File: config.mk
export PLATFORM = sky130hd
export DESIGN_NAME = part_unbuf_top
export DESIGN_NICKNAME = d
export VERILOG_FILES = /design/src/part_pkg.sv /design/src/part_fsm.sv /design/src/part_addr_gen.sv /design/src/part_init_capture.sv /design/src/part_access_ctrl.sv /design/src/part_unbuf_top.sv
export SDC_FILE = /design/constraint.sdc
export NUM_CORES = 1
export LEC_CHECK = 0
export ABC_CLOCK_PERIOD_IN_PS = 3500
export BUFFER_PORTS_ARGS = -buffer_cell sky130_fd_sc_hd__buf_2
export CAP_MARGIN = 20
export CORE_MARGIN = 2
export CORE_UTILIZATION = 40
export CTS_CLUSTER_SIZE = 40
export DETAILED_ROUTE_END_ITERATION = 10
export PLACE_DENSITY = 0.66
export SLEW_MARGIN = 15
export SYNTH_ARGS = -nofsm -noshare
export SYNTH_HDL_FRONTEND = slang
export SYNTH_SLANG_ARGS = --single-unit
File: constraint.sdc
create_clock -name clk_i -period 3.5 [get_ports clk_i]
set_input_delay 0.175 -clock clk_i [delete_from_list [all_inputs] [get_ports clk_i]]
set_output_delay 0.175 -clock clk_i [all_outputs]
set_load 0.02 [all_outputs]
File: src/part_pkg.sv
// Shared definitions for the unbuffered OTP partition
// Widths, OTP error codes, OTP commands and address select
package part_pkg;

  //////////////////////////////////////////////////
  // Widths
  //////////////////////////////////////////////////

  // OTP read data and digest width
  parameter int BlockWidth = 64;
  // OTP byte address width
  parameter int OtpByteAddrWidth = 11;
  // Macro works on halfwords, so one low address bit is dropped
  parameter int OtpAddrShift = 1;
  // Halfword address width
  parameter int OtpAddrWidth = OtpByteAddrWidth - OtpAddrShift;
  // Bus word address into the software window
  parameter int SwAddrWidth = OtpByteAddrWidth - 2;
  // Size field holds number of halfwords minus one
  parameter int OtpSizeWidth = 2;
  // Minimum popcount of the raw digest for a zeroized partition
  parameter int ZeroizeThreshold = 48;

  //////////////////////////////////////////////////
  // Enums
  //////////////////////////////////////////////////

  // Error codes, shared with the OTP macro
  typedef enum logic [2:0] {
    NoError             = 3'h0,
    MacroError          = 3'h1,
    MacroEccCorrError   = 3'h2,
    MacroEccUncorrError = 3'h3,
    AccessError         = 3'h4,
    CheckFailError      = 3'h5,
    FsmStateError       = 3'h6
  } otp_err_e;

  // OTP read commands, raw skips the ECC check
  typedef enum logic {
    Read    = 1'b0,
    ReadRaw = 1'b1
  } otp_cmd_e;

  // Select between digest and data word address
  typedef enum logic {
    DigestAddrSel = 1'b0,
    DataAddrSel   = 1'b1
  } addr_sel_e;

endpackage : part_pkg

File: src/part_fsm.sv
`timescale 1ns/1ps
// Partition FSM for the unbuffered OTP partition
// Runs the zeroize and digest init reads, serves bus reads,
// latches OTP error codes and handles escalation
module part_fsm (
  input  logic                clk_i,
  input  logic                rst_ni,
  input  logic                init_req_i,
  input  logic                escalate_en_i,
  input  logic                tlul_req_i,
  input  logic                otp_gnt_i,
  input  logic                otp_rvalid_i,
  input  part_pkg::otp_err_e  otp_err_i,
  input  logic                in_range_i,
  input  logic                read_lock_i,
  input  logic                init_zeroized_i,
  output logic                init_done_o,
  output part_pkg::otp_err_e  error_o,
  output logic                fsm_err_o,
  output logic                tlul_gnt_o,
  output logic                tlul_rvalid_o,
  output logic [1:0]          tlul_rerror_o,
  output logic                otp_req_o,
  output part_pkg::otp_cmd_e  otp_cmd_o,
  output part_pkg::addr_sel_e addr_sel_o,
  output logic                chk_zer_en_o,
  output logic                digest_en_o
);
  import part_pkg::*;

  typedef enum logic [3:0] {
    Reset, InitChkZer, InitChkZerWait, Init, InitWait, Idle, Read, ReadWait, Error
  } state_e;

  state_e   state_d, state_q;
  otp_err_e error_d, error_q;
  // Bus error still owed in the error state
  logic     pend_err_d, pend_err_q;
  // Response errors that let the sequence go on
  logic     soft_err;

  assign soft_err = otp_err_i inside {NoError, MacroEccCorrError};
  assign error_o  = error_q;

  //////////////////////////////////////////////////
  // Next state and outputs
  //////////////////////////////////////////////////

  always_comb begin
    state_d       = state_q;
    error_d       = error_q;
    pend_err_d    = 1'b0;
    init_done_o   = 1'b0;
    fsm_err_o     = 1'b0;
    tlul_gnt_o    = 1'b0;
    tlul_rvalid_o = 1'b0;
    tlul_rerror_o = 2'b00;
    otp_req_o     = 1'b0;
    otp_cmd_o     = part_pkg::Read;
    addr_sel_o    = DigestAddrSel;
    chk_zer_en_o  = 1'b0;
    digest_en_o   = 1'b0;

    unique case (state_q)
      // Wait for the one init pulse
      Reset: begin
        if (init_req_i) begin
          state_d = InitChkZer;
        end
      end
      // Raw digest read, only to count set bits
      InitChkZer: begin
        otp_req_o = 1'b1;
        otp_cmd_o = part_pkg::ReadRaw;
        if (otp_gnt_i) begin
          state_d = InitChkZerWait;
        end
      end
      InitChkZerWait: begin
        if (otp_rvalid_i) begin
          if (soft_err) begin
            chk_zer_en_o = 1'b1;
            state_d      = Init;
            if (otp_err_i != NoError) error_d = otp_err_i;
          end else begin
            state_d = Error;
            error_d = otp_err_i;
          end
        end
      end
      // Digest read, ECC off for a zeroized partition
      Init: begin
        otp_req_o = 1'b1;
        if (init_zeroized_i) begin
          otp_cmd_o = part_pkg::ReadRaw;
        end
        if (otp_gnt_i) begin
          state_d = InitWait;
        end
      end
      InitWait: begin
        if (otp_rvalid_i) begin
          digest_en_o = 1'b1;
          if (soft_err) begin
            state_d = Idle;
            if (otp_err_i != NoError) error_d = otp_err_i;
          end else begin
            state_d = Error;
            error_d = otp_err_i;
          end
        end
      end
      // Grant a bus read, soft errors clear here
      Idle: begin
        init_done_o = 1'b1;
        if (tlul_req_i) begin
          tlul_gnt_o = 1'b1;
          error_d    = NoError;
          state_d    = Read;
        end
      end
      // Range and lock check, fault answers right away
      Read: begin
        init_done_o = 1'b1;
        if (in_range_i && !read_lock_i) begin
          otp_req_o  = 1'b1;
          addr_sel_o = DataAddrSel;
          if (otp_gnt_i) begin
            state_d = ReadWait;
          end
        end else begin
          tlul_rvalid_o = 1'b1;
          tlul_rerror_o = 2'b11;
          error_d       = AccessError;
          state_d       = Idle;
        end
      end
      ReadWait: begin
        init_done_o = 1'b1;
        if (otp_rvalid_i) begin
          tlul_rvalid_o = 1'b1;
          if (soft_err) begin
            state_d = Idle;
            if (otp_err_i != NoError) error_d = otp_err_i;
          end else begin
            tlul_rerror_o = 2'b11;
            state_d       = Error;
            error_d       = otp_err_i;
          end
        end
      end
      // Terminal state, every request ends in a bus error
      Error: begin
        if (error_q == NoError) begin
          error_d = FsmStateError;
        end
        if (pend_err_q) begin
          tlul_rvalid_o = 1'b1;
          tlul_rerror_o = 2'b11;
        end else if (tlul_req_i) begin
          tlul_gnt_o = 1'b1;
          pend_err_d = 1'b1;
        end
      end
      default: begin
        state_d   = Error;
        fsm_err_o = 1'b1;
      end
    endcase

    // Escalation wins over everything
    if (escalate_en_i) begin
      state_d   = Error;
      fsm_err_o = 1'b1;
      if (state_q != Error) error_d = FsmStateError;
    end
  end

  always_ff @(posedge clk_i or negedge rst_ni) begin
    if (!rst_ni) begin
      state_q    <= Reset;
      error_q    <= NoError;
      pend_err_q <= 1'b0;
    end else begin
      state_q    <= state_d;
      error_q    <= error_d;
      pend_err_q <= pend_err_d;
    end
  end

  //////////////////////////////////////////////////
  // Assertions
  //////////////////////////////////////////////////

  // Uncorrectable data error locks the partition
  UncorrErrorState_A: assert property (@(posedge clk_i) disable iff (!rst_ni)
    state_q == ReadWait && otp_rvalid_i && otp_err_i == MacroEccUncorrError
    |=> state_q == Error)
    else $error("Uncorrectable read error did not reach the error state");

  // Read-locked grant must come back as a bus error
  ReadLockBusError_A: assert property (@(posedge clk_i) disable iff (!rst_ni)
    tlul_gnt_o ##1 read_lock_i |-> tlul_rvalid_o && tlul_rerror_o == 2'b11)
    else $error("Read-locked access returned no bus error");

endmodule : part_fsm

File: src/part_addr_gen.sv
`timescale 1ns/1ps
// Address path of the unbuffered OTP partition
// Latches the bus word address, checks the partition range
// and forms the halfword OTP address and size
module part_addr_gen #(
  parameter int unsigned PartOffset = 0,
  parameter int unsigned PartSize   = 64
) (
  input  logic                               clk_i,
  input  logic                               rst_ni,
  input  logic                               load_i,
  input  logic [part_pkg::SwAddrWidth-1:0]   tlul_addr_i,
  input  part_pkg::addr_sel_e                addr_sel_i,
  output logic                               in_range_o,
  output logic [part_pkg::OtpAddrWidth-1:0]  otp_addr_o,
  output logic [part_pkg::OtpSizeWidth-1:0]  otp_size_o
);
  import part_pkg::*;

  localparam int unsigned BlockBytes    = BlockWidth / 8;
  localparam int unsigned HalfwordWidth = 16;
  // One extra bit so a partition ending at the top still compares right
  localparam logic [OtpByteAddrWidth:0] PartStart = (OtpByteAddrWidth+1)'(PartOffset);
  localparam logic [OtpByteAddrWidth:0] PartEnd   = (OtpByteAddrWidth+1)'(PartOffset + PartSize);
  // Digest is the last block of the partition
  localparam logic [OtpByteAddrWidth-1:0] DigestOffset =
      OtpByteAddrWidth'(PartOffset + PartSize - BlockBytes);
  localparam logic [OtpSizeWidth-1:0] DigestSize = OtpSizeWidth'(BlockWidth / HalfwordWidth - 1);
  localparam logic [OtpSizeWidth-1:0] WordSize   = OtpSizeWidth'(32 / HalfwordWidth - 1);

  logic [SwAddrWidth-1:0]      addr_q;
  logic [OtpByteAddrWidth-1:0] byte_addr;
  logic [OtpByteAddrWidth-1:0] addr_calc;

  // Word address taken on the bus grant
  always_ff @(posedge clk_i or negedge rst_ni) begin
    if (!rst_ni) begin
      addr_q <= '0;
    end else if (load_i) begin
      addr_q <= tlul_addr_i;
    end
  end

  assign byte_addr  = {addr_q, 2'b00};
  assign in_range_o = ({1'b0, byte_addr} >= PartStart) && ({1'b0, byte_addr} < PartEnd);

  // Drop the halfword bit for the macro
  assign addr_calc  = (addr_sel_i == DigestAddrSel) ? DigestOffset : byte_addr;
  assign otp_addr_o = addr_calc[OtpByteAddrWidth-1:OtpAddrShift];
  assign otp_size_o = (addr_sel_i == DigestAddrSel) ? DigestSize : WordSize;

  initial begin
    OffsetAligned_A: assert (PartOffset % BlockBytes == 0)
      else $error("PartOffset is not block aligned");
    SizeAligned_A: assert (PartSize % BlockBytes == 0)
      else $error("PartSize is not block aligned");
  end

endmodule : part_addr_gen

File: src/part_init_capture.sv
`timescale 1ns/1ps
// Init capture of the unbuffered OTP partition
// Holds the sticky zeroized flag and the digest register
module part_init_capture (
  input  logic                             clk_i,
  input  logic                             rst_ni,
  input  logic                             chk_zer_en_i,
  input  logic                             digest_en_i,
  input  logic [part_pkg::BlockWidth-1:0]  otp_rdata_i,
  output logic                             init_zeroized_o,
  output logic [part_pkg::BlockWidth-1:0]  digest_o
);
  import part_pkg::*;

  logic zeroized_q;
  // Set once the digest has been taken, watched by the check below
  logic loaded_q;

  always_ff @(posedge clk_i or negedge rst_ni) begin
    if (!rst_ni) begin
      zeroized_q <= 1'b0;
      loaded_q   <= 1'b0;
      digest_o   <= '0;
    end else begin
      // Mostly set bits means the digest was zeroized
      if (chk_zer_en_i && ($countones(otp_rdata_i) >= ZeroizeThreshold)) begin
        zeroized_q <= 1'b1;
      end
      if (digest_en_i) begin
        digest_o <= otp_rdata_i;
        loaded_q <= 1'b1;
      end
    end
  end

  assign init_zeroized_o = zeroized_q;

  // Digest holds still for the rest of the power cycle
  DigestStable_A: assert property (@(posedge clk_i) disable iff (!rst_ni)
    loaded_q |=> $stable(digest_o))
    else $error("Digest changed after init");

endmodule : part_init_capture

File: src/part_access_ctrl.sv
`timescale 1ns/1ps
// Access control of the unbuffered OTP partition
// Registers the read and write locks from the incoming locks,
// missing init and, where enabled, a programmed digest
module part_access_ctrl #(
  parameter bit ReadLockByDigest  = 1'b0,
  parameter bit WriteLockByDigest = 1'b1
) (
  input  logic                             clk_i,
  input  logic                             rst_ni,
  input  logic                             init_done_i,
  input  logic [part_pkg::BlockWidth-1:0]  digest_i,
  input  logic                             read_lock_i,
  input  logic                             write_lock_i,
  output logic                             read_lock_o,
  output logic                             write_lock_o
);
  // Bit 1 write lock, bit 0 read lock
  localparam logic [1:0] ByDigest = {WriteLockByDigest, ReadLockByDigest};

  logic       digest_set;
  logic [1:0] lock_d, lock_q;

  assign digest_set = |digest_i;
  // Uninitialized partition is always locked
  assign lock_d = {write_lock_i, read_lock_i} | {2{~init_done_i}} | (ByDigest & {2{digest_set}});

  // Locks come out of reset closed
  always_ff @(posedge clk_i or negedge rst_ni) begin
    if (!rst_ni) begin
      lock_q <= 2'b11;
    end else begin
      lock_q <= lock_d;
    end
  end

  assign read_lock_o  = lock_q[0];
  assign write_lock_o = lock_q[1];

  // Incoming locks show up one cycle later
  LockPropagation_A: assert property (@(posedge clk_i) disable iff (!rst_ni)
    (read_lock_i |=> read_lock_o) and (write_lock_i |=> write_lock_o))
    else $error("Incoming lock not propagated");

  InitLocks_A: assert property (@(posedge clk_i) disable iff (!rst_ni)
    !init_done_i |=> read_lock_o && write_lock_o)
    else $error("Partition open before init");

endmodule : part_access_ctrl

File: src/part_unbuf_top.sv
`timescale 1ns/1ps
// Unbuffered read-only OTP partition
// Init sequencing, address checks, digest capture and locks
module part_unbuf_top #(
  parameter int unsigned PartOffset        = 64,
  parameter int unsigned PartSize          = 64,
  parameter bit          ReadLockByDigest  = 1'b0,
  parameter bit          WriteLockByDigest = 1'b1
) (
  input  logic                               clk_i,
  input  logic                               rst_ni,
  input  logic                               init_req_i,
  input  logic                               escalate_en_i,
  input  logic                               read_lock_i,
  input  logic                               write_lock_i,
  input  logic                               tlul_req_i,
  input  logic [part_pkg::SwAddrWidth-1:0]   tlul_addr_i,
  input  logic                               otp_gnt_i,
  input  logic                               otp_rvalid_i,
  input  logic [part_pkg::BlockWidth-1:0]    otp_rdata_i,
  input  part_pkg::otp_err_e                 otp_err_i,
  output logic                               init_done_o,
  output logic                               init_zeroized_o,
  output part_pkg::otp_err_e                 error_o,
  output logic                               fsm_err_o,
  output logic                               read_lock_o,
  output logic                               write_lock_o,
  output logic [part_pkg::BlockWidth-1:0]    digest_o,
  output logic                               tlul_gnt_o,
  output logic                               tlul_rvalid_o,
  output logic [1:0]                         tlul_rerror_o,
  output logic [31:0]                        tlul_rdata_o,
  output logic                               otp_req_o,
  output part_pkg::otp_cmd_e                 otp_cmd_o,
  output logic [part_pkg::OtpAddrWidth-1:0]  otp_addr_o,
  output logic [part_pkg::OtpSizeWidth-1:0]  otp_size_o
);
  import part_pkg::*;

  addr_sel_e addr_sel;
  logic      in_range;
  logic      chk_zer_en;
  logic      digest_en;

  //////////////////////////////////////////////////
  // Blocks
  //////////////////////////////////////////////////

  part_fsm u_fsm (
    .clk_i, .rst_ni, .init_req_i, .escalate_en_i, .tlul_req_i,
    .otp_gnt_i, .otp_rvalid_i, .otp_err_i,
    .in_range_i      (in_range),
    .read_lock_i     (read_lock_o),
    .init_zeroized_i (init_zeroized_o),
    .init_done_o, .error_o, .fsm_err_o,
    .tlul_gnt_o, .tlul_rvalid_o, .tlul_rerror_o,
    .otp_req_o, .otp_cmd_o,
    .addr_sel_o      (addr_sel),
    .chk_zer_en_o    (chk_zer_en),
    .digest_en_o     (digest_en)
  );

  part_addr_gen #(.PartOffset(PartOffset), .PartSize(PartSize)) u_addr_gen (
    .clk_i, .rst_ni,
    .load_i     (tlul_gnt_o),
    .tlul_addr_i,
    .addr_sel_i (addr_sel),
    .in_range_o (in_range),
    .otp_addr_o, .otp_size_o
  );

  part_init_capture u_init_capture (
    .clk_i, .rst_ni,
    .chk_zer_en_i (chk_zer_en),
    .digest_en_i  (digest_en),
    .otp_rdata_i, .init_zeroized_o, .digest_o
  );

  part_access_ctrl #(
    .ReadLockByDigest  (ReadLockByDigest),
    .WriteLockByDigest (WriteLockByDigest)
  ) u_access_ctrl (
    .clk_i, .rst_ni,
    .init_done_i (init_done_o),
    .digest_i    (digest_o),
    .read_lock_i, .write_lock_i, .read_lock_o, .write_lock_o
  );

  // No data leaves on an error response
  assign tlul_rdata_o = (tlul_rvalid_o && tlul_rerror_o == 2'b00) ? otp_rdata_i[31:0] : '0;

endmodule : part_unbuf_top

==> results of run 1 <==
[final cells by class]
class / instances / area, um^2 / share of cell area (%)
Clock buffer: 11 / 253 / 3.20
Tap cell: 188 / 235 / 2.98
Sequential cell: 84 / 2100 / 26.6
Multi-Input combinational cell: 334 / 3760 / 47.6
Inverter: 93 / 349 / 4.42
Clock inverter: 5 / 82.6 / 1.05
Timing Repair Buffer: 214 / 1110 / 14.1
[state kept, by name, summed over array words and instances (netlist names)]
| name | count |
|---|---|
| u_init_capture.digest_o | 64 |
| u_addr_gen.addr_q | 9 |
| u_fsm.state_q | 4 |
| u_fsm.error_o | 3 |
| u_access_ctrl.lock_q | 2 |
| u_fsm.pend_err_q | 1 |
| u_init_capture.init_zeroized_o | 1 |
[cell usage after synthesis, types with 5 or more instances]
library cell  number
nor2_1             6
ha_1              41
nor3_1             5
mux2_1            70
buf_4              8
nand2_1            9
inv_1             92
nand4_1            5
o21ai_0           10
nor2b_1            6
buf_2             14
and2_1            32
dfrtp_1           82
nor4_1            17
fa_1              59
[timing repair]
item / in CTS / in global routing
endpoints found under the setup margin: 1 / 1
cloned: 0 / 0
hold buffers: 1 / 0
resized for setup: 21 / 5
pin swaps: 20 / 3
hold endpoints to repair: 63 / 0
[stage by stage]
stage / power [mW] / utilization (%)
global route: 7.03 / 52.2
detailed placement: 4.74 / 49.2
CTS: 6.39 / 52.1
finish: 6.30 / 52.2
floorplan: 3.79 / -
global placement: 4.57 / 49.2
[cell families (layout without fill, tap and decap cells)]
logic type,count (synthesis),count (layout),synth area share (%)
AO/OA/AOI/OAI,42,42,5.24
XOR/XNOR,1,1,0.142
adder cells (fa/ha/maj),100,100,27.4
buffers and inverters,118,323,8.17
flip-flops,84,84,34.0
multiplexers,76,76,13.8
other,2,7,0.121
AND/OR/NAND/NOR,108,108,11.2
[worst max-delay path: cells and delay by family]
family | cells | cell delay [ns]
fa+ha+maj | 9 | 3.92
buf+inv | 5 | 0.34
compound gates | 2 | 0.24
mux | 1 | 0.21
simple gates | 1 | 0.15
[metal layers]
metal / up-vias / track usage, % / part of all wire, %
met3: 17 / 4.62 / 6.7
met5: - / 0 / 0
met4: 0 / 5.75 / 1.8
li1: 2174 / - / -
met2: 161 / 32.3 / 49
met1: 2273 / 25.6 / 42
[layout by cell type, fill, tap and decap left out, types with 3 or more instances in the layout]
master / count
nand2_1: 9
dfrtp_1: 82
inv_1: 83
fa_1: 39
or2_2: 4
o21ai_0: 10
inv_2: 10
fa_2: 20
nor2b_1: 6
ha_1: 34
nor4_1: 17
buf_4: 15
nor3_1: 5
and2_1: 32
buf_2: 198
ha_4: 7
mux2_1: 70
nor3b_1: 4
conb_1: 7
clkbuf_16: 9
nand4_1: 5
mux2_2: 4
nor2_1: 6
a22oi_1: 3
a21oi_1: 4
[power by group through the flow]
stage          Sequential [mW]  Combinational [mW]  Clock, mW
3_3_place_gp              1.02                3.55          0
3_5_place_dp              1.02                3.71          0
6_report                  1.00                4.22       1.07
2_1_floorplan             1.02                2.77          0
4_1_cts                   1.00                4.28       1.10
5_1_grt                   1.01                4.88       1.15
[path summary, 6_finish.rpt]
path                                              start                                         end  slack, ns
max reg2reg                u_fsm.state_q[1]$_DFFE_PN0P_     u_init_capture.digest_o[27]$_DFFE_PN0P_       1.13
max in group asynchronous                        rst_ni           u_access_ctrl.lock_q[1]$_DFF_PN1_       2.18
max                                     otp_rdata_i[28]  u_init_capture.init_zeroized_o$_DFFE_PN0P_      -1.27
min reg2reg                  u_fsm.pend_err_q$_DFF_PN0_                  u_fsm.pend_err_q$_DFF_PN0_       0.49
min in group asynchronous                        rst_ni     u_init_capture.digest_o[31]$_DFFE_PN0P_       0.47
min                                         read_lock_i           u_access_ctrl.lock_q[0]$_DFF_PN1_       0.02
==> summary.md, run 1 <==
| Metric | Value |
|---|---|
| Syn Area/Cell | `11.7 um^2` |
| Synth Cell Area | `0.00619 mm^2` |
| Final setup fails | `1` |
| GRT Util Overall | `19.5%` |
| Largest net degree at the start of global routing | `66` |
| Die area | `0.0165 mm^2` |
| Total grt overflow | `0` |
| Pre-CTS setup slack | `-1.73 ns` |
| WS Path Type | `primary input to register` |
| Clock power frac | `17.0%` |
| Detailed Routing Iterations Pass 1 | `4` |
| Vias post-DR | `4625` |
| Critical-path maximum fanout | `3` |
| LEAKAGE | `4.42 nW` |
| Synth warn | `0` |
| Wire per inst | `16.6 um` |
| Port Buffers | `199` |
| CTS root buf | `clkbuf_16` |
| Endpoints failing hold | `0` |
| First-pass GRT wire length | `24400 um` |
| Share of cells above drive strength 1 | `39.0%` |
| Comb pwr share | `67.0%` |
| Hold slack | `0.0250 ns` |
| Setup TNS | `-1.27 ns` |
| Critical path's slowest cell | `fa_2` |
| Post-DP Area | `0.00745 mm^2` |
| Fin crit share | `136%` |
| Post-layout instance area | `0.00790 mm^2` |
| Tmin final | `4.77 ns` |
| CP endpoint kind | `register` |
| CTS tree | `built` |
| Clock sinks | `84` |
| Worst setup SP type | `primary input` |
| #FFs+latches synth | `84` |
| Die Width | `128 um` |
| Required time of the critical path | `3.80 ns` |
| Max Cap Viol | `0` |
| CORE AREA | `0.0151 mm^2` |
| Sequential area share after synthesis | `34.0%` |
| Clk Latency, worst-skew pair | `0.35 ns` |
| Run status | `finished with violations` |
| Initial core utilization | `40.9%` |
| Synth Flop Type | `dfrtp_1` |
| Max frequency | `210 MHz` |
| GPL Wtd Cong | `0.899` |
| Final ANT Viol Nets | `0` |
| Min-Delay Path Class | `primary input to register` |
| P_sw | `2.49 mW` |
| I/O pins | `207` |
| Distinct cells, synth | `64` |
| Critical path, cell by cell | `buf_2, ha_1, inv_2, fa_2, inv_1, fa_2, fa_2, fa_2, fa_2, fa_2, inv_1, fa_1, inv_1, ha_1, nor4bb_4, o22ai_2, mux2i_1, a21o_1` |
| Drt via density | `4.98` |
| DRC viols | `0` |
| Fillers | `1353` |
| Max Clock Skew | `0.00800 ns` |
| Hold path cells | `2` |
| Worst path max stage delay | `0.56 ns` |
| WL final | `15400 um` |
| Clock H-tree levels | `3` |
| Dpl hpwl | `12800 um` |
| Measured slew at the worst slew-check pin | `0.838 ns` |
| Cell accounting for the most synthesized area | `dfrtp_1` |
| Number of enable flip-flop cells after synthesis | `0` |
| Number of setup buffers added after CTS | `0` |
| PwrDens | `798 mW/mm^2` |
| Pint | `3.81 mW` |
| Async S/R FF share, synth | `100%` |
| Switch share | `39.6%` |
| Worst relative slew slack | `44.1%` |
| R2R depth | `4` |
| Synth top area cells | `dfrtp_1, fa_1, mux2_1, ha_1, inv_1` |
| Cell count after placement | `912` |
| Failing checks | `negative setup slack` |
| Area Overhead vs Synth | `27.7%` |
| CTS max path bufs | `2` |
| Height of the die | `128 um` |
| Syn Inst Count | `531` |
| Clk slew on worst S/H paths | `0.07 ns` |
| Nets@finish | `921` |
| CTS buffer count | `9` |
| Post-synth top area share | `33.2%` |
| Reg power frac | `15.9%` |
| Row Count | `45` |
| Most frequent CP cell | `fa_2` |
| CP arrival | `5.07 ns` |
| DR iter-0 viols | `185` |
| Slack of the critical path | `-1.27 ns` |
| RSZ-0062 raised after global routing | `true` |
| Diode count | `0` |
| Non-filler instance count after layout | `929` |
| Max VDD drop | `1.03 mV` |
| Number of max-slew violations in the final report | `0` |
| Initial antenna violation count | `0` |
| Number of global-route vias before repair | `4683` |
Power figures use the tool's default switching activity.
==> run 2: changes to the inputs <==
CELL_PAD_IN_SITES_DETAIL_PLACEMENT = 1   (was not set)
CELL_PAD_IN_SITES_GLOBAL_PLACEMENT = 1   (was not set)
PLACE_DENSITY = not set   (was 0.66)
PLACE_DENSITY_LB_ADDON = 0.1   (was not set)
==> run 2 against run 1 <==
Against the previous run:
- the flow still finishes with violations (negative setup slack)
- non-clock buffer count increased by 2
- clock power decreased by 7%
- sequential power about the same
- die area unchanged
- maximum frequency decreased by 0.75%
- wire length increased by 9.9%
==> summary.md, run 2 (same netlist as run 1, synthesis figures left out) <==
| Metric | Value |
|---|---|
| Run status | `finished with violations` |
| Failing checks | `negative setup slack` |
| Number of global-route vias before repair | `5257 (+12%)` |
| Share of cells above drive strength 1 | `39.4% (+0.43 points)` |
| First-pass GRT wire length | `27600 um (+13%)` |
| Max reg flops | `64 (unchanged)` |
| Comb pwr share | `68.0% (+1.0 points)` |
| Worst relative slew slack | `45.9% (+1.8 points)` |
| Number of setup buffers added after CTS | `0 (unchanged)` |
| Top reg by flops | `u_init_capture.digest_o` |
| CP arrival | `5.09 ns (+0.02 ns)` |
| Port Buffers | `199 (unchanged)` |
| Most frequent cells in the layout | `buf_2, inv_1, dfrtp_1` |
| CTS buffer count | `9 (unchanged)` |
| Max Cap Viol | `0 (unchanged)` |
| PwrDens | `794 mW/mm^2 (-0.49%)` |
| Die Width | `128 um (unchanged)` |
| Detailed Routing Iterations Pass 1 | `4 (unchanged)` |
| P_sw | `2.59 mW (+3.7%)` |
| Switch share | `41.2% (+1.7 points)` |
| Nets@finish | `923 (+0.22%)` |
| WL final | `17000 um (+9.9%)` |
| Largest net degree at the start of global routing | `85 (+29%)` |
| Final ANT Viol Nets | `0 (unchanged)` |
| Final setup fails | `1 (unchanged)` |
| Area Overhead vs Synth | `27.8% (about the same)` |
| Height of the die | `128 um (unchanged)` |
| I/O pins | `207 (unchanged)` |
| Fin crit share | `137% (+1.0 points)` |
| Clk slew on worst S/H paths | `0.07 ns (about the same)` |
| Drt via density | `5.05 (+1.4%)` |
| DRC viols | `0 (unchanged)` |
| Clock sinks | `84 (unchanged)` |
| CP endpoint kind | `register` |
| Number of max-slew violations in the final report | `0 (unchanged)` |
| R2R depth | `4 (unchanged)` |
| CORE AREA | `0.0151 mm^2 (unchanged)` |
| Clock H-tree levels | `3 (unchanged)` |
| Pre-CTS setup slack | `-1.81 ns (-0.0757 ns)` |
| Critical-path maximum fanout | `2 (-1)` |
| Row Count | `45 (unchanged)` |
| WS Path Type | `primary input to register` |
| Hold path cells | `2 (unchanged)` |
| Min-Delay Path Class | `primary input to register` |
| Initial core utilization | `40.9% (unchanged)` |
| GRT Util Overall | `21.7% (+2.2 points)` |
| Required time of the critical path | `3.78 ns (-0.02 ns)` |
| Wire per inst | `18.2 um (+9.7%)` |
| CTS tree | `built` |
| Initial antenna violation count | `0 (unchanged)` |
| DR iter-0 viols | `153 (-17%)` |
| CTS root buf | `clkbuf_16` |
| LEAKAGE | `4.42 nW (about the same)` |
| Die area | `0.0165 mm^2 (unchanged)` |
| Clock power frac | `16.0% (-1.0 points)` |
| Max Clock Skew | `0.0138 ns (+0.00581 ns)` |
| Commonest non-fill, non-tap cell in the layout | `buf_2` |
| Endpoints failing hold | `0 (unchanged)` |
| CTS max path bufs | `2 (unchanged)` |
| Setup TNS | `-1.30 ns (-0.0362 ns)` |
| Pint | `3.69 mW (-3.1%)` |
| Worst setup SP type | `primary input` |
| GPL Wtd Cong | `0.799 (-11%)` |
| Total grt overflow | `0 (unchanged)` |
| Clk Latency, worst-skew pair | `0.35 ns (about the same)` |
| RSZ-0062 raised after global routing | `true` |
| Measured slew at the worst slew-check pin | `0.812 ns (-0.0264 ns)` |
| Biggest regs | `u_init_capture.digest_o (64), u_addr_gen.addr_q (9), u_fsm.state_q (4)` |
| Max frequency | `208 MHz (-0.75%)` |
| Vias post-DR | `4702 (+1.7%)` |
| R2r setup slk | `1.02 ns (-0.11 ns)` |
| Reg power frac | `16.0% (about the same)` |
| Diode count | `0 (unchanged)` |
| Max VDD drop | `1.03 mV (-0.52%)` |
| Tmin final | `4.80 ns (+0.0362 ns)` |
| Slack of the critical path | `-1.30 ns (-0.0362 ns)` |
| Dpl hpwl | `13700 um (+6.5%)` |
## run 2: changes by cell type in the layout (fill, tap and decap cells not counted)
cell / previous run / this run
inv_2: 10 / 7
ha_1: 34 / 33
buf_6: 0 / 1
buf_4: 15 / 16
clkinv_2: 1 / 2
inv_1: 83 / 86
bufinv_16: 2 / 1
fa_1: 39 / 35
fa_2: 20 / 24
ha_2: 0 / 1
## run 2: layout make-up
type | count | area, um^2
clock buffer | 11 | 253
clock inverter | 5 | 57.6
fill | 1697 | 7240
inverter | 93 | 349
multi-input combinational | 334 | 3780
sequential | 84 | 2100
tap | 188 | 235
timing repair buffer | 216 | 1130
## run 2: metal layers
metal	GRT usage [%]	up-vias	wire length, um
met5	0	-	0
met4	7.30	0	359
met3	3.37	22	672
met2	37.4	124	8580
met1	28.2	2379	7350
li1	-	2177	-
## run 2: power by group through the flow
stage | clock network [mW] | registers, mW | logic (mW)
after floorplan | 0 | 1.02 | 2.77
after global placement | 0 | 1.02 | 3.45
after detailed placement | 0 | 1.02 | 3.66
after CTS | 1.04 | 1.01 | 4.32
after global routing | 1.08 | 1.01 | 5.02
final | 1.00 | 1.01 | 4.27
## run 2: timing repair
item / in CTS / in global routing
pin swaps: 22 / 5
hold buffers: 0 / 1
resized for setup: 23 / 4
setup endpoints to repair: 1 / 1
hold endpoints to repair: 0 / 73
cloned: 0 / 0
## run 2: through the flow
| step | hold slack, ns | instances | instance area, um^2 | power, mW | util [%] |
|---|---|---|---|---|---|
| 6_report | 0.0296 | 931 | 7910 | 6.28 | 52.2 |
| 5_1_grt | 0.0284 | 931 | 7910 | 7.10 | 52.2 |
| 4_1_cts | 0.0206 | 930 | 7890 | 6.36 | 52.1 |
| 3_5_place_dp | 0.383 | 914 | 7460 | 4.68 | 49.3 |
| 3_3_place_gp | 0.372 | 914 | 7460 | 4.47 | 49.3 |
| 2_1_floorplan | -0.121 | 536 | 6260 | 3.79 | - |
## run 2: critical path: stages
cell and delay (ns):
buf_2 0.11, ha_4 0.13, inv_1 0.05, fa_1 0.55, inv_1 0.06, fa_1 0.56, fa_2 0.46, fa_2 0.59
fa_2 0.46, fa_2 0.57, inv_1 0.05, fa_1 0.40, inv_1 0.07, ha_1 0.23, nor4bb_4 0.16, o22ai_2 0.11
mux2i_1 0.22, a21o_1 0.13
## run 2: path summary, 6_finish.rpt
kind | from | to
worst max-delay path | otp_rdata_i[0] | u_init_capture.init_zeroized_o$_DFFE_PN0P_
worst min-delay path | tlul_addr_i[4] | u_addr_gen.addr_q[4]$_DFFE_PN0P_
worst max register to register | u_fsm.state_q[2]$_DFFE_PN0P_ | u_init_capture.digest_o[63]$_DFFE_PN0P_
worst min register to register | u_fsm.pend_err_q$_DFF_PN0_ | u_fsm.pend_err_q$_DFF_PN0_
max in group asynchronous | rst_ni | u_init_capture.digest_o[49]$_DFFE_PN0P_
min in group asynchronous | rst_ni | u_init_capture.digest_o[19]$_DFFE_PN0P_
==> run 3: changes to the inputs <==
CELL_PAD_IN_SITES_DETAIL_PLACEMENT = 0   (was 1)
HOLD_SLACK_MARGIN = 0.03   (was not set)
REMOVE_ABC_BUFFERS = 1   (was not set)
==> run 3 against run 2 <==
Against the previous run:
- the run still ends with negative setup slack left
- sequential cell count unchanged
- first-iteration DRC count down 7.2%
- largest cell class unchanged
- worst hold slack better by 0.018 ns
- critical path depth unchanged
- global-route usage down 1.9 points
- critical path type unchanged
- clock skew down 0.0033 ns
- sequential power about the same
- sequential share of layout area down 0.33 points
- setup slack better by 0.051 ns
- clock power up 6%
- utilization up 0.66 points
- count of clock-buffer cells in the layout down 2
==> summary.md, run 3 (same netlist as run 1, synthesis figures left out) <==
| Metric | Value |
|---|---|
| Max Clock Skew | `0.0105 ns (-0.00333 ns)` |
| Vias post-DR | `4609 (-2.0%)` |
| Endpoints failing hold | `0 (unchanged)` |
| Port Buffers | `199 (unchanged)` |
| Critical path's slowest cell | `fa_1` |
| DRC viols | `0 (unchanged)` |
| Commonest non-fill, non-tap cell in the layout | `buf_2` |
| Total grt overflow | `0 (unchanged)` |
| Pre-CTS setup slack | `-2.07 ns (-0.261 ns)` |
| Worst relative slew slack | `34.4% (-11 points)` |
| Met3 routed WL | `882 um (+31%)` |
| Die Width | `128 um (unchanged)` |
| Top reg by flops | `u_init_capture.digest_o` |
| Area Overhead vs Synth | `29.4%` |
| Number of max-slew violations in the final report | `0 (unchanged)` |
| Clock sinks | `84 (unchanged)` |
| Worst setup endpoint | `u_init_capture.init_zeroized_o$_DFFE_PN0P_` |
| Die area | `0.0165 mm^2 (unchanged)` |
| R2r setup slk | `0.91 ns (-0.11 ns)` |
| Max frequency | `210 MHz (+1.1%)` |
| LEAKAGE | `4.45 nW (+0.56%)` |
| Failing checks | `negative setup slack` |
| Met2 WL | `7780 um (-9.3%)` |
| Critical-path maximum fanout | `2 (unchanged)` |
| GPL Wtd Cong | `0.828 (+3.7%)` |
| Finished Core Util | `52.9% (+0.66 points)` |
| Most frequent cells in the layout | `buf_2, dfrtp_1, inv_1` |
| Critical path, cell by cell | `buf_4, ha_4, fa_1, inv_2, fa_2, fa_1, fa_1, inv_1, fa_1, fa_1, inv_1, fa_1, inv_1, ha_1, or2_2, o22ai_2, mux2i_1, a21o_1` |
| Fin crit share | `136% (-1.5 points)` |
| CP endpoint kind | `register` |
| CORE AREA | `0.0151 mm^2 (unchanged)` |
| Diode count | `0 (unchanged)` |
| Initial core utilization | `40.9% (unchanged)` |
| WS Path Type | `primary input to register` |
| PwrDens | `775 mW/mm^2 (-2.4%)` |
| Min-Delay Path Class | `primary input to register` |
| Max reg flops | `64 (unchanged)` |
| I/O pins | `207 (unchanged)` |
| Clock H-tree levels | `3 (unchanged)` |
| CP arrival | `5.03 ns (-0.06 ns)` |
| CTS root buf | `clkbuf_16` |
| Worst setup SP type | `primary input` |
| Final ANT Viol Nets | `0 (unchanged)` |
| Number of setup buffers added after CTS | `0 (unchanged)` |
| Reg2reg start | `u_fsm.state_q[2]$_DFFE_PN0P_` |
| Measured slew at the worst slew-check pin | `0.984 ns (+0.172 ns)` |
| Critical Path Source | `otp_rdata_i[37]` |
| Biggest regs | `u_init_capture.digest_o (64), u_addr_gen.addr_q (9), u_fsm.state_q (4)` |
| Highest Signal Layer | `met4` |
| Worst path max stage delay | `0.56 ns (-0.03 ns)` |
| Max Cap Viol | `0 (unchanged)` |
| Wire per inst | `16.8 um (-7.8%)` |
| Final setup fails | `1 (unchanged)` |
| RSZ-0062 raised after global routing | `true` |
| Dpl hpwl | `12700 um (-6.8%)` |
| Max VDD drop | `1.22 mV (+18%)` |
| Drt via density | `4.93 (-2.3%)` |
| Clk slew on worst S/H paths | `0.07 ns (about the same)` |
| CTS max path bufs | `2 (unchanged)` |
| Required time of the critical path | `3.78 ns (about the same)` |
| Slack of the critical path | `-1.25 ns (+0.0515 ns)` |
| WL met1 | `6820 um (-7.3%)` |
| Row Count | `45 (unchanged)` |
| R2R depth | `3 (-1)` |
| Clk Latency, worst-skew pair | `0.34 ns (about the same)` |
| Largest net degree at the start of global routing | `65 (-24%)` |
| Share of cells above drive strength 1 | `40.2% (+0.78 points)` |
| Number of global-route vias before repair | `4859 (-7.6%)` |
| DR iter-0 viols | `142 (-7.2%)` |
| CTS tree | `built` |
| Nets@finish | `926 (+0.33%)` |
| First-pass GRT wire length | `25300 um (-8.2%)` |
| Height of the die | `128 um (unchanged)` |
| Run status | `finished with violations` |
| WL final | `15700 um (-7.5%)` |
| CTS buffer count | `9 (unchanged)` |
| Detailed Routing Iterations Pass 1 | `4 (unchanged)` |
| Tmin final | `4.75 ns (-0.0515 ns)` |
| Worst reg2reg path endpoint | `u_init_capture.digest_o[58]$_DFFE_PN0P_` |
| GRT Util Overall | `19.9% (-1.9 points)` |
| Initial antenna violation count | `0 (unchanged)` |
| Most frequent CP cell | `fa_1` |
run 3: cell types whose count changed in the layout (fill, tap and decap cells not counted), moves of 5 or more:
cell and delta:
ha_1 -5, buf_2 -7, buf_4 +6, inv_2 +5, inv_1 -5, fa_1 +5, fa_2 -5
run 3: through the flow:
stage / area, um^2 / total power [mW] / hold WS (ns) / std cells / setup TNS [ns]
CTS: 7990 / 6.14 / 0.0390 / 934 / -1.28
global route: 8010 / 7.09 / 0.0371 / 934 / -1.45
finish: 8010 / 6.20 / 0.0480 / 934 / -1.25
detailed placement: 7430 / 4.58 / 0.337 / 916 / -2.07
floorplan: 6050 / 3.77 / -0.121 / 511 / -1.66
global placement: 7430 / 4.48 / 0.333 / 916 / -1.95
run 3: worst max-delay path, delay by kind of cell:
family,cells,cell delay (ns)
buffers and inverters,5,0.33
AOI/OAI and AO/OA,2,0.25
adders and majority gates,9,3.80
muxes,1,0.20
and+or+nand+nor,1,0.29
run 3: worst min path at each step:
stage,start,to,slack (ns),depth (start not counted)
6_report,tlul_addr_i[3],u_addr_gen.addr_q[3]$_DFFE_PN0P_,0.05,2
5_1_grt,otp_rdata_i[61],u_init_capture.digest_o[61]$_DFFE_PN0P_,0.04,2
4_1_cts,tlul_addr_i[3],u_addr_gen.addr_q[3]$_DFFE_PN0P_,0.04,2
3_5_place_dp,rst_ni,u_addr_gen.addr_q[5]$_DFFE_PN0P_,0.34,1
3_3_place_gp,rst_ni,u_addr_gen.addr_q[5]$_DFFE_PN0P_,0.33,1
2_1_floorplan,rst_ni,u_addr_gen.addr_q[0]$_DFFE_PN0P_,-0.12,0
run 3: power by group:
| group | total (mW) | internal (mW) | leakage [nW] | switching, mW |
|---|---|---|---|---|
| Combinational | 4.14 | 2.09 | 3.16 | 2.05 |
| Sequential | 1.00 | 0.991 | 1.13 | 0.0129 |
| Clock | 1.06 | 0.639 | 0.160 | 0.422 |
| Total | 6.20 | 3.72 | 4.45 | 2.49 |
run 3: metal layers:
layer	vias up	global-route usage, %
li1	2197	-
met3	16	4.03
met1	2262	26.2
met4	0	5.17
met2	134	33.6
met5	-	0
run 3: repair_timing:
| action | 4_1_cts | 5_1_grt |
|---|---|---|
| resized for setup | 56 | 6 |
| endpoints found under the hold margin | 61 | 0 |
| pin swaps | 38 | 9 |
| hold buffers | 2 | 0 |
| setup endpoints to repair | 1 | 1 |
run 3: cell type report:
type / count / area (um^2)
Clock buffer: 9 / 225
Clock inverter: 7 / 108
Fill cell: 1400 / 7140
Inverter: 93 / 349
Multi-Input combinational cell: 334 / 3800
Sequential cell: 84 / 2100
Tap cell: 188 / 235
Timing Repair Buffer: 219 / 1190
